**src/logic/intra4_geom_pkg.sv**
```systemverilog
// Pixel, edge, block and mode types for 4x4 luma intra prediction.
// Imported by the search RTL, the testbench and the reference model.

`default_nettype none

package intra4_geom_pkg;

    // One 8-bit luma sample
    typedef logic [7:0] pixel_t;

    // Four neighbour pixels, pixel k in bits 8k+7:8k
    typedef pixel_t [3:0] edge_t;

    // 4x4 block, pixel at row y and column x has index y*4+x
    typedef pixel_t [15:0] block_t;

    localparam int NUM_MODES = 4;

    typedef logic [1:0] mode_t;

    localparam mode_t MODE_DC = 2'd0;
    localparam mode_t MODE_TM = 2'd1;
    localparam mode_t MODE_VE = 2'd2;
    localparam mode_t MODE_HE = 2'd3;

    // One enable bit per mode, indexed by mode number
    typedef logic [NUM_MODES-1:0] mode_mask_t;

endpackage

`default_nettype wire

```
**src/logic/intra4_cost_pkg.sv**
```systemverilog
// Score arithmetic types, per-mode header costs and configuration map
// for the 4x4 intra mode search.

`default_nettype none

package intra4_cost_pkg;

    typedef logic [15:0] lambda_t;

    // Wide enough for 16 * 255^2
    typedef logic [20:0] sse_t;

    typedef logic [31:0] score_t;

    typedef logic [11:0] fixed_cost_t;

    // Mode signalling cost, indexed by mode number (DC, TM, VE, HE)
    localparam fixed_cost_t FIXED_COST [intra4_geom_pkg::NUM_MODES] = '{
        12'd40, 12'd1151, 12'd1723, 12'd1874
    };

    localparam int SSE_SHIFT = 8;

    // Configuration register map
    typedef logic        cfg_addr_t;
    typedef logic [15:0] cfg_data_t;

    localparam cfg_addr_t CFG_ADDR_LAMBDA = 1'b0;
    localparam cfg_addr_t CFG_ADDR_MASK   = 1'b1;

    localparam lambda_t LAMBDA_RESET = 16'd16;

endpackage

`default_nettype wire

```
**src/logic/intra4_predict.sv**
```systemverilog
// Combinational 4x4 intra predictor for DC, TrueMotion, vertical and
// horizontal modes. The mode input selects which block is produced.

`timescale 1ns/1ps
`default_nettype none

module intra4_predict (
    input  intra4_geom_pkg::mode_t  mode_i,
    input  intra4_geom_pkg::edge_t  top_i,
    input  intra4_geom_pkg::edge_t  left_i,
    input  intra4_geom_pkg::pixel_t top_left_i,
    output intra4_geom_pkg::block_t pred_o
);

    import intra4_geom_pkg::*;

    logic [10:0] dc_sum;
    pixel_t      dc_val;

    // Saturate a TM sum back into pixel range
    function automatic pixel_t clip8(input logic signed [9:0] v);
        if (v < 0) begin
            return 8'd0;
        end
        if (v > 10'sd255) begin
            return 8'd255;
        end
        return v[7:0];
    endfunction

    // DC is the rounded mean of the eight edge pixels
    always_comb begin
        dc_sum = 11'd4;
        for (int k = 0; k < 4; k++) begin
            dc_sum = dc_sum + 11'(top_i[k]) + 11'(left_i[k]);
        end
    end

    assign dc_val = pixel_t'(dc_sum >> 3);

    always_comb begin
        for (int y = 0; y < 4; y++) begin
            for (int x = 0; x < 4; x++) begin
                case (mode_i)
                    MODE_DC: begin
                        pred_o[y*4+x] = dc_val;
                    end
                    MODE_TM: begin
                        pred_o[y*4+x] = clip8($signed({2'b00, top_i[x]})
                                              + $signed({2'b00, left_i[y]})
                                              - $signed({2'b00, top_left_i}));
                    end
                    MODE_VE: begin
                        // Top row copied straight down, no smoothing
                        pred_o[y*4+x] = top_i[x];
                    end
                    MODE_HE: begin
                        pred_o[y*4+x] = left_i[y];
                    end
                endcase
            end
        end
    end

endmodule

`default_nettype wire

```
**src/logic/intra4_sse.sv**
```systemverilog
// Sum of squared pixel differences between a source block and a
// prediction block, fully combinational.

`timescale 1ns/1ps
`default_nettype none

module intra4_sse (
    input  intra4_geom_pkg::block_t src_i,
    input  intra4_geom_pkg::block_t pred_i,
    output intra4_cost_pkg::sse_t   sse_o
);

    import intra4_geom_pkg::*;
    import intra4_cost_pkg::*;

    pixel_t abs_diff [16];
    sse_t   acc;

    always_comb begin
        acc = '0;
        for (int i = 0; i < 16; i++) begin
            if (src_i[i] > pred_i[i]) begin
                abs_diff[i] = src_i[i] - pred_i[i];
            end else begin
                abs_diff[i] = pred_i[i] - src_i[i];
            end
            acc = acc + sse_t'(abs_diff[i]) * sse_t'(abs_diff[i]);
        end
    end

    assign sse_o = acc;

endmodule

`default_nettype wire

```
**src/logic/intra4_cfg_regs.sv**
```systemverilog
// Host-writable configuration for the mode search: lambda and the
// mode-enable mask. Written through a single-cycle write strobe.

`timescale 1ns/1ps
`default_nettype none

module intra4_cfg_regs (
    input  logic                        clk,
    input  logic                        rst_n,
    input  logic                        cfg_we_i,
    input  intra4_cost_pkg::cfg_addr_t  cfg_addr_i,
    input  intra4_cost_pkg::cfg_data_t  cfg_wdata_i,
    output intra4_cost_pkg::lambda_t    lambda_o,
    output intra4_geom_pkg::mode_mask_t mode_mask_o
);

    import intra4_geom_pkg::*;
    import intra4_cost_pkg::*;

    lambda_t              lambda_q;
    // DC enable is hard-wired, only the upper mode bits are stored
    logic [NUM_MODES-1:1] mask_hi_q;

    always_ff @(posedge clk or negedge rst_n) begin
        if (!rst_n) begin
            lambda_q  <= LAMBDA_RESET;
            mask_hi_q <= '1;
        end else if (cfg_we_i) begin
            case (cfg_addr_i)
                CFG_ADDR_LAMBDA: begin
                    lambda_q <= cfg_wdata_i;
                end
                CFG_ADDR_MASK: begin
                    mask_hi_q <= cfg_wdata_i[NUM_MODES-1:1];
                end
                default: begin
                end
            endcase
        end
    end

    assign lambda_o    = lambda_q;
    assign mode_mask_o = {mask_hi_q, 1'b1};

endmodule

`default_nettype wire

```
**src/logic/intra4_mode_search.sv**
```systemverilog
// Mode search sequencer. Accepts a block on a req/ack handshake, steps
// the predictor through all four modes, scores each enabled one and
// returns the cheapest mode, its score and its prediction.

`timescale 1ns/1ps
`default_nettype none

module intra4_mode_search (
    input  logic                        clk,
    input  logic                        rst_n,
    input  logic                        req_i,
    output logic                        ack_o,
    input  intra4_geom_pkg::block_t     src_i,
    input  intra4_geom_pkg::edge_t      top_i,
    input  intra4_geom_pkg::edge_t      left_i,
    input  intra4_geom_pkg::pixel_t     top_left_i,
    input  intra4_cost_pkg::lambda_t    lambda_i,
    input  intra4_geom_pkg::mode_mask_t mode_mask_i,
    input  intra4_cost_pkg::sse_t       sse_i,
    input  intra4_geom_pkg::block_t     pred_i,
    output intra4_geom_pkg::mode_t      mode_o,
    output intra4_geom_pkg::block_t     src_o,
    output intra4_geom_pkg::edge_t      top_o,
    output intra4_geom_pkg::edge_t      left_o,
    output intra4_geom_pkg::pixel_t     top_left_o,
    output intra4_geom_pkg::mode_t      best_mode_o,
    output intra4_cost_pkg::score_t     best_score_o,
    output intra4_geom_pkg::block_t     pred_best_o
);

    import intra4_geom_pkg::*;
    import intra4_cost_pkg::*;

    typedef enum logic [1:0] {ST_IDLE, ST_LATCH, ST_EVAL, ST_ACK} state_t;

    state_t     state;
    mode_t      mode_cnt;
    mode_mask_t mask_q;
    score_t     cand_score;
    logic       cand_better;
    mode_t      run_mode;
    score_t     run_score;
    block_t     run_pred;

    // ------------------------------------------------------------------------
    // Scoring of the mode currently on the predictor
    // ------------------------------------------------------------------------
    assign cand_score = (score_t'(sse_i) << SSE_SHIFT)
                      + score_t'(FIXED_COST[mode_cnt]) * score_t'(lambda_i);

    // Strict compare, so the lower mode number keeps a tie
    assign cand_better = mask_q[mode_cnt] && (cand_score < run_score);

    assign mode_o = mode_cnt;

    // ------------------------------------------------------------------------
    // Control and handshake
    // ------------------------------------------------------------------------
    always_ff @(posedge clk or negedge rst_n) begin
        if (!rst_n) begin
            state        <= ST_IDLE;
            mode_cnt     <= '0;
            mask_q       <= '0;
            ack_o        <= 1'b0;
            best_mode_o  <= '0;
            best_score_o <= '0;
            pred_best_o  <= '0;
        end else begin
            case (state)
                ST_IDLE: begin
                    if (req_i) begin
                        mask_q <= mode_mask_i;
                        state  <= ST_LATCH;
                    end
                end
                ST_LATCH: begin
                    mode_cnt <= '0;
                    state    <= ST_EVAL;
                end
                ST_EVAL: begin
                    mode_cnt <= mode_cnt + 2'd1;
                    if (mode_cnt == mode_t'(NUM_MODES - 1)) begin
                        state <= ST_ACK;
                    end
                end
                ST_ACK: begin
                    if (!ack_o) begin
                        ack_o        <= 1'b1;
                        best_mode_o  <= run_mode;
                        best_score_o <= run_score;
                        pred_best_o  <= run_pred;
                    end else if (!req_i) begin
                        ack_o <= 1'b0;
                        state <= ST_IDLE;
                    end
                end
            endcase
        end
    end

    // ------------------------------------------------------------------------
    // Latched block, neighbours and running best
    // ------------------------------------------------------------------------
    always_ff @(posedge clk) begin
        if (state == ST_IDLE && req_i) begin
            src_o      <= src_i;
            top_o      <= top_i;
            left_o     <= left_i;
            top_left_o <= top_left_i;
        end
        if (state == ST_LATCH) begin
            run_score <= '1;
        end else if (state == ST_EVAL && cand_better) begin
            run_mode  <= mode_cnt;
            run_score <= cand_score;
            run_pred  <= pred_i;
        end
    end

endmodule

`default_nettype wire

```
**src/logic/intra4_picker.sv**
```systemverilog
// Top level of the 4x4 intra mode picker. Ties the configuration
// registers, the search sequencer, the predictor and the SSE unit.

`timescale 1ns/1ps
`default_nettype none

module intra4_picker (
    input  logic                        clk,
    input  logic                        rst_n,
    input  logic                        req_i,
    output logic                        ack_o,
    input  intra4_geom_pkg::block_t     src_i,
    input  intra4_geom_pkg::edge_t      top_i,
    input  intra4_geom_pkg::edge_t      left_i,
    input  intra4_geom_pkg::pixel_t     top_left_i,
    input  logic                        cfg_we_i,
    input  intra4_cost_pkg::cfg_addr_t  cfg_addr_i,
    input  intra4_cost_pkg::cfg_data_t  cfg_wdata_i,
    output intra4_geom_pkg::mode_t      best_mode_o,
    output intra4_cost_pkg::score_t     best_score_o,
    output intra4_geom_pkg::block_t     pred_o
);

    import intra4_geom_pkg::*;
    import intra4_cost_pkg::*;

    lambda_t    lambda;
    mode_mask_t mode_mask;
    mode_t      cur_mode;
    block_t     src_q;
    edge_t      top_q;
    edge_t      left_q;
    pixel_t     top_left_q;
    block_t     pred_blk;
    sse_t       sse_val;

    intra4_cfg_regs cfg_regs_i (
        .clk         (clk),
        .rst_n       (rst_n),
        .cfg_we_i    (cfg_we_i),
        .cfg_addr_i  (cfg_addr_i),
        .cfg_wdata_i (cfg_wdata_i),
        .lambda_o    (lambda),
        .mode_mask_o (mode_mask)
    );

    intra4_mode_search mode_search_i (
        .clk          (clk),
        .rst_n        (rst_n),
        .req_i        (req_i),
        .ack_o        (ack_o),
        .src_i        (src_i),
        .top_i        (top_i),
        .left_i       (left_i),
        .top_left_i   (top_left_i),
        .lambda_i     (lambda),
        .mode_mask_i  (mode_mask),
        .sse_i        (sse_val),
        .pred_i       (pred_blk),
        .mode_o       (cur_mode),
        .src_o        (src_q),
        .top_o        (top_q),
        .left_o       (left_q),
        .top_left_o   (top_left_q),
        .best_mode_o  (best_mode_o),
        .best_score_o (best_score_o),
        .pred_best_o  (pred_o)
    );

    intra4_predict predict_i (
        .mode_i     (cur_mode),
        .top_i      (top_q),
        .left_i     (left_q),
        .top_left_i (top_left_q),
        .pred_o     (pred_blk)
    );

    intra4_sse sse_i (
        .src_i  (src_q),
        .pred_i (pred_blk),
        .sse_o  (sse_val)
    );

endmodule

`default_nettype wire

```
**config.mk**
```make
export PLATFORM = sky130hd
export DESIGN_NAME = intra4_picker
export DESIGN_NICKNAME = d
export VERILOG_FILES = /design/src/logic/intra4_geom_pkg.sv /design/src/logic/intra4_cost_pkg.sv /design/src/logic/intra4_predict.sv /design/src/logic/intra4_sse.sv /design/src/logic/intra4_cfg_regs.sv /design/src/logic/intra4_mode_search.sv /design/src/logic/intra4_picker.sv
export SDC_FILE = /design/constraint.sdc
export NUM_CORES = 2
export LEC_CHECK = 0
export BUFFER_PORTS_ARGS = -buffer_cell sky130_fd_sc_hd__buf_2
export CORE_MARGIN = 10
export CORE_UTILIZATION = 42
export DETAILED_ROUTE_END_ITERATION = 10
export PLACE_DENSITY_LB_ADDON = 0.2
export SYNTH_ARGS = -nofsm -noshare
export SYNTH_HDL_FRONTEND = slang
export SYNTH_HIERARCHICAL = 1
export SYNTH_SLANG_ARGS = --single-unit
```
**constraint.sdc**
```tcl
create_clock -name clk -period 28.3 [get_ports clk]
set_input_delay 5.66 -clock clk [delete_from_list [all_inputs] [get_ports clk]]
set_output_delay 5.66 -clock clk [all_outputs]
set_load 0.02 [all_outputs]
```
# After elaboration in Yosys (flattened, before gate mapping)
# Index checks and enable logic that the tools add are counted.
# totals
regBits,552
latch_bits,0
ramBits,0
rom_bits,0
inputBits,221
output_inout_bits,163
word_cells,439
n_memories,0
# classes
addsub,89
multipliers,17
div_mod_pow,0
order_cmp,51
eq_ne,10
shift,0
mux,189
bitwise,4
n_reduce_logical,12
# ops
cell,n
$mux W8,80
$pmux W8 S4,16
$add A21 B16 Y21,14
$mul A8 B8 Y16,16
$sub A8 B8 Y8,32
$gt A10 B9 Y1 const B,16
$lt A10 B1 Y1 const B,16
$sub A9 B8 Y10,16
$add A8 B8 Y9,16
$gt A8 B8 Y1,16
$mux W1,83
$add A11 B8 Y11,7
$lt A32 B32 Y1,1
$add A29 B28 Y30,1
$mul A12 B16 Y28,1
$bmux W12 S2,1
$mux W12,2
$add A16 B16 Y17,1
$reduce_and A2 Y1,5
$add A3 B8 Y9 const A,1
$eq A2 B2 Y1 const B,4
$mux W2,4
$pmux W2 S4,1
$eq A2 B1 Y1 const B,2
13 further kinds,20

# Depth between registers and ports, before layout
# depth
word_depth,33
mapped_depth,79
mapped_depth_nobuf,76

# Modules after synthesis
# The synthesis kept the hierarchy.
# modules_own_cells
mod,n_inst,cells_each,area_per_inst_um2,seq_area_each_um2
intra4_sse,1,4539,40045.9,0.0
intra4_mode_search,1,1681,24561.1,14784.2
intra4_predict,1,1663,12575.8,0.0
intra4_cfg_regs,1,44,792.0,480.5

# Worst setup path after synthesis
# OpenSTA, ideal clock, no wires.
# synth_path
path_type,register to register
startpoint,register mode_search_i/top_o[11] (netlist bit)
endpoint,register mode_search_i.run_score[29]
setup_ns,0.378
t_arrival_ns,23.928
required_time_ns,27.922
slack_ns,3.994
path_stages_with_launch,72
path_buffers,2
synth_period_minus_slack_ns,24.306
cell_sequence,edfxtp_1 -> inv_1 -> fa_1 -> fa_1 -> inv_1 -> fa_1 -> inv_1 -> fa_1 -> inv_1 -> ha_1 -> or3_4 -> o221ai_4 -> o21ai_2 -> xor2_1 -> a22oi_1 -> nand3_1 -> ha_1 -> clkbuf_1 -> [... 36 more ...] -> fa_1 -> inv_1 -> ha_1 -> and2_1 -> o211ai_1 -> a2bb2oi_1 -> o21a_1 -> a21oi_1 -> or3_1 -> and2_1 -> ha_1 -> a21oi_1 -> a21oi_1 -> a2111o_1 -> or2_1 -> buf_6 -> nor2_1 -> a31oi_1
# synth_lines
item,line_no,text
"start, declared",intra4_mode_search.sv:23,"output intra4_geom_pkg::edge_t top_o,"
"start signal, assigned",intra4_mode_search.sv:107,top_o <= top_i;
"end signal, assigned",intra4_mode_search.sv:115,run_score <= cand_score;
"end, declared",intra4_mode_search.sv:42,score_t run_score;

==> results.ini <==
[die]
die_h_um = 451
rows = 158
core_um2 = 185000
die_area_um2 = 203000
initial_core_util = 0.421
chipWidth_um = 451
pin_count = 384

[drt]
antenna_left = 0
wl_per_cell_um = 23.4
drt_iter0_markers = 4271
route.detailed.drc = 0
firstDrtPassIters = 6
vias = 57000
drt_wl_total_mm = 254
drt-vias-per-instance = 5.25

[critical_path]
arrival_ns = 23.65
crit_type = register to register
cp_slowest_stage_delay_ns = 1.07
worstSetupStartpointType = register
endpoint_kind = register
crit_fanout = 68
cpMostUsedCell = fa_1
r2r_end = mode_search_i/run_mode[1]
r2r_slack_ns = 4.98
worst_ep_required_time_ns = 28.63
r2r-start = mode_search_i/top_o[20]
cp_slowest_cell = a21oi_1
ff2ff_path_depth = 65

[clock_tree]
clockBufferDepth = 3
clk_latency_ns = 0.74
clkTransAtPathRegs_ns = 0.06
post_cts.repair.setup_buffers = 0
cts_made_buffers = 67
cts_tree = done
cts_resized = 0
cts_sinks = 550
cts_root_buffer = clkbuf_16
cts_max_level = 3
ctsHoldBuffers = 0

[sta]
tightest_slew_ns = 1.37
rsz0062_at_grt = false
fin_tns_setup_ns = 0
hold_violations = 0
finClkSkew_ns = 0.0431
relSlewSlack = 0.0884
fmax_mhz = 42.9
maxSlewViolCount = 0
min_period_ns = 23.32
period_share = 0.824
finalSetupViolCount = 0

[logic_synthesis]
yosys.area.top_type = fa_1
synth_edf_count = 330
synth.distinct_cells = 122
yosys-top-cells-count = inv_1, fa_1, ha_1, nor2_1, edfxtp_1
synth_top_area_share = 0.303
synthFlopType = edfxtp_1
async_flop_share = 0.344
synth-seq-cells = 550
ys_seq_area_frac = 0.196
synth_warnings = 6
syn_area_per_cell_um2 = 9.84
syn_area_um2 = 78000
syn-num-nets = 10200
synth_area_leaders = fa_1, ha_1, edfxtp_1
yosysMostFrequentCell = inv_1
synthCells = 7927

[worst_hold_path]
holdCritStartpoint = mode_search_i/run_pred[24]
min_to = mode_search_i/pred_best_o[24]
min_path_type = register to register
min_delay_path_depth = 1

[global_routing]
grt_use_total = 0.247
grt_pass1_vias = 59700
grt_max_degree = 121
gr-total-overflow = 0
grt_pass1_wl_mm = 379
antenna_found_initial = 14

[place]
io_buffers = 383
gp_congestion = 0.980
place_hpwl_mm = 218

[cells_and_area]
fin_nets = 10500
syn_to_final_growth_pct = 9.38
drive_above_1_share = 0.111

[run_status]
status = finished, final reports clean

[run]
max-cap-violations = 0

layer usage:
layer / vias up / part of all wire / global-route usage
li1: 26100 / - / -
met5: - / 0.000028 / 0
met3: 410 / 0.055 / 0.0322
met1: 28700 / 0.41 / 0.315
met2: 1787 / 0.48 / 0.420
met4: 2 / 0.053 / 0.110
layout make-up:
| type | count | area, um2 |
|---|---|---|
| Fill cell | 17900 | 99700 |
| Tap cell | 2480 | 3100 |
| Clock inverter | 36 | 493 |
| Multi-Input combinational cell | 5259 | 54700 |
| Sequential cell | 550 | 15300 |
| Inverter | 1966 | 7390 |
| Antenna cell | 8 | 20.0 |
| Timing Repair Buffer | 458 | 2500 |
| Clock buffer | 88 | 1840 |
critical path: cells and delay by family (launching register included):
kind | cells | cell delay [ns]
mux | 1 | 0.47
simple gates | 11 | 3.16
compound gates | 18 | 5.77
fa+ha+maj | 24 | 11.17
flops | 1 | 0.42
buf+inv | 11 | 1.74
flip-flops by register name, summed over array words and instances, names as in the netlist, 3 cells and up:
signal,cells
mode_search_i/pred_best_o,128
mode_search_i/run_pred,128
mode_search_i/src_o,128
mode_search_i/left_o,32
mode_search_i/top_o,32
mode_search_i/best_score_o,31
mode_search_i/run_score,31
cfg_regs_i/lambda_o,16
mode_search_i/top_left_o,8
mode_search_i/mask_q,4
cfg_regs_i/mask_hi_q,3
worst max-delay path by stage:
stage | start | to | slack, ns
detailed placement | mode_search_i/top_o[11] | mode_search_i/run_mode[1] | 5.38
global route | mode_search_i/top_o[11] | mode_search_i/run_pred[46] | 4.15
finish | mode_search_i/top_o[20] | mode_search_i/run_mode[1] | 4.98
CTS | mode_search_i/top_o[11] | mode_search_i/run_pred[22] | 5.29
global placement | mode_search_i/top_o[11] | mode_search_i/run_pred[20] | 5.27
floorplan | mode_search_i/top_o[11] | mode_search_i/run_score[29] | 3.99
placed cells by master (no fill, tap or decap), types with 34 or more instances in the layout:
| cell | n |
|---|---|
| a211oi_1 | 60 |
| a21o_1 | 152 |
| a21oi_1 | 307 |
| and2_1 | 91 |
| buf_2 | 382 |
| buf_4 | 74 |
| clkbuf_16 | 69 |
| dfrtp_1 | 185 |
| edfxtp_1 | 330 |
| fa_1 | 1179 |
| ha_1 | 835 |
| inv_1 | 1954 |
| mux2_2 | 196 |
| mux2i_1 | 63 |
| nand2_1 | 310 |
| nand2b_1 | 110 |
| nand3_1 | 143 |
| nand4_1 | 61 |
| nor2_1 | 497 |
| nor2b_1 | 72 |
| nor3_1 | 64 |
| o211ai_1 | 59 |
| o21a_1 | 46 |
| o21ai_0 | 285 |
| o21bai_1 | 46 |
| or2_2 | 55 |
| or3_1 | 34 |
| xnor2_1 | 132 |
| xor2_1 | 68 |
metrics by stage:
step	utilization	setup slack (ns)	std cells	hold slack, ns	area (um2)
floorplan	-	3.99	7927	0.440	78000
global placement	0.448	5.27	10700	0.457	82900
detailed placement	0.448	5.38	10700	0.464	82900
CTS	0.461	5.29	10800	0.457	85300
global route	0.461	4.15	10800	0.483	85300
finish	0.461	4.98	10800	0.466	85300
kinds of logic (layout without fill, tap and decap cells):
family                   Yosys count  in the layout  share of synthesized area
AO/OA/AOI/OAI                   1222           1222                      0.104
adder cells (fa/ha/maj)         2014           2014                      0.437
AND/OR/NAND/NOR                 1534           1534                     0.0954
other                              1              9                  0.0000481
buffers and inverters           2118           2548                      0.103
XOR/XNOR                         212            212                     0.0250
flip-flops                       550            550                      0.196
multiplexers                     276            276                     0.0396
Power is not shown: default switching activity piles up to over one toggle a cycle in this logic, so the estimate is an artifact.
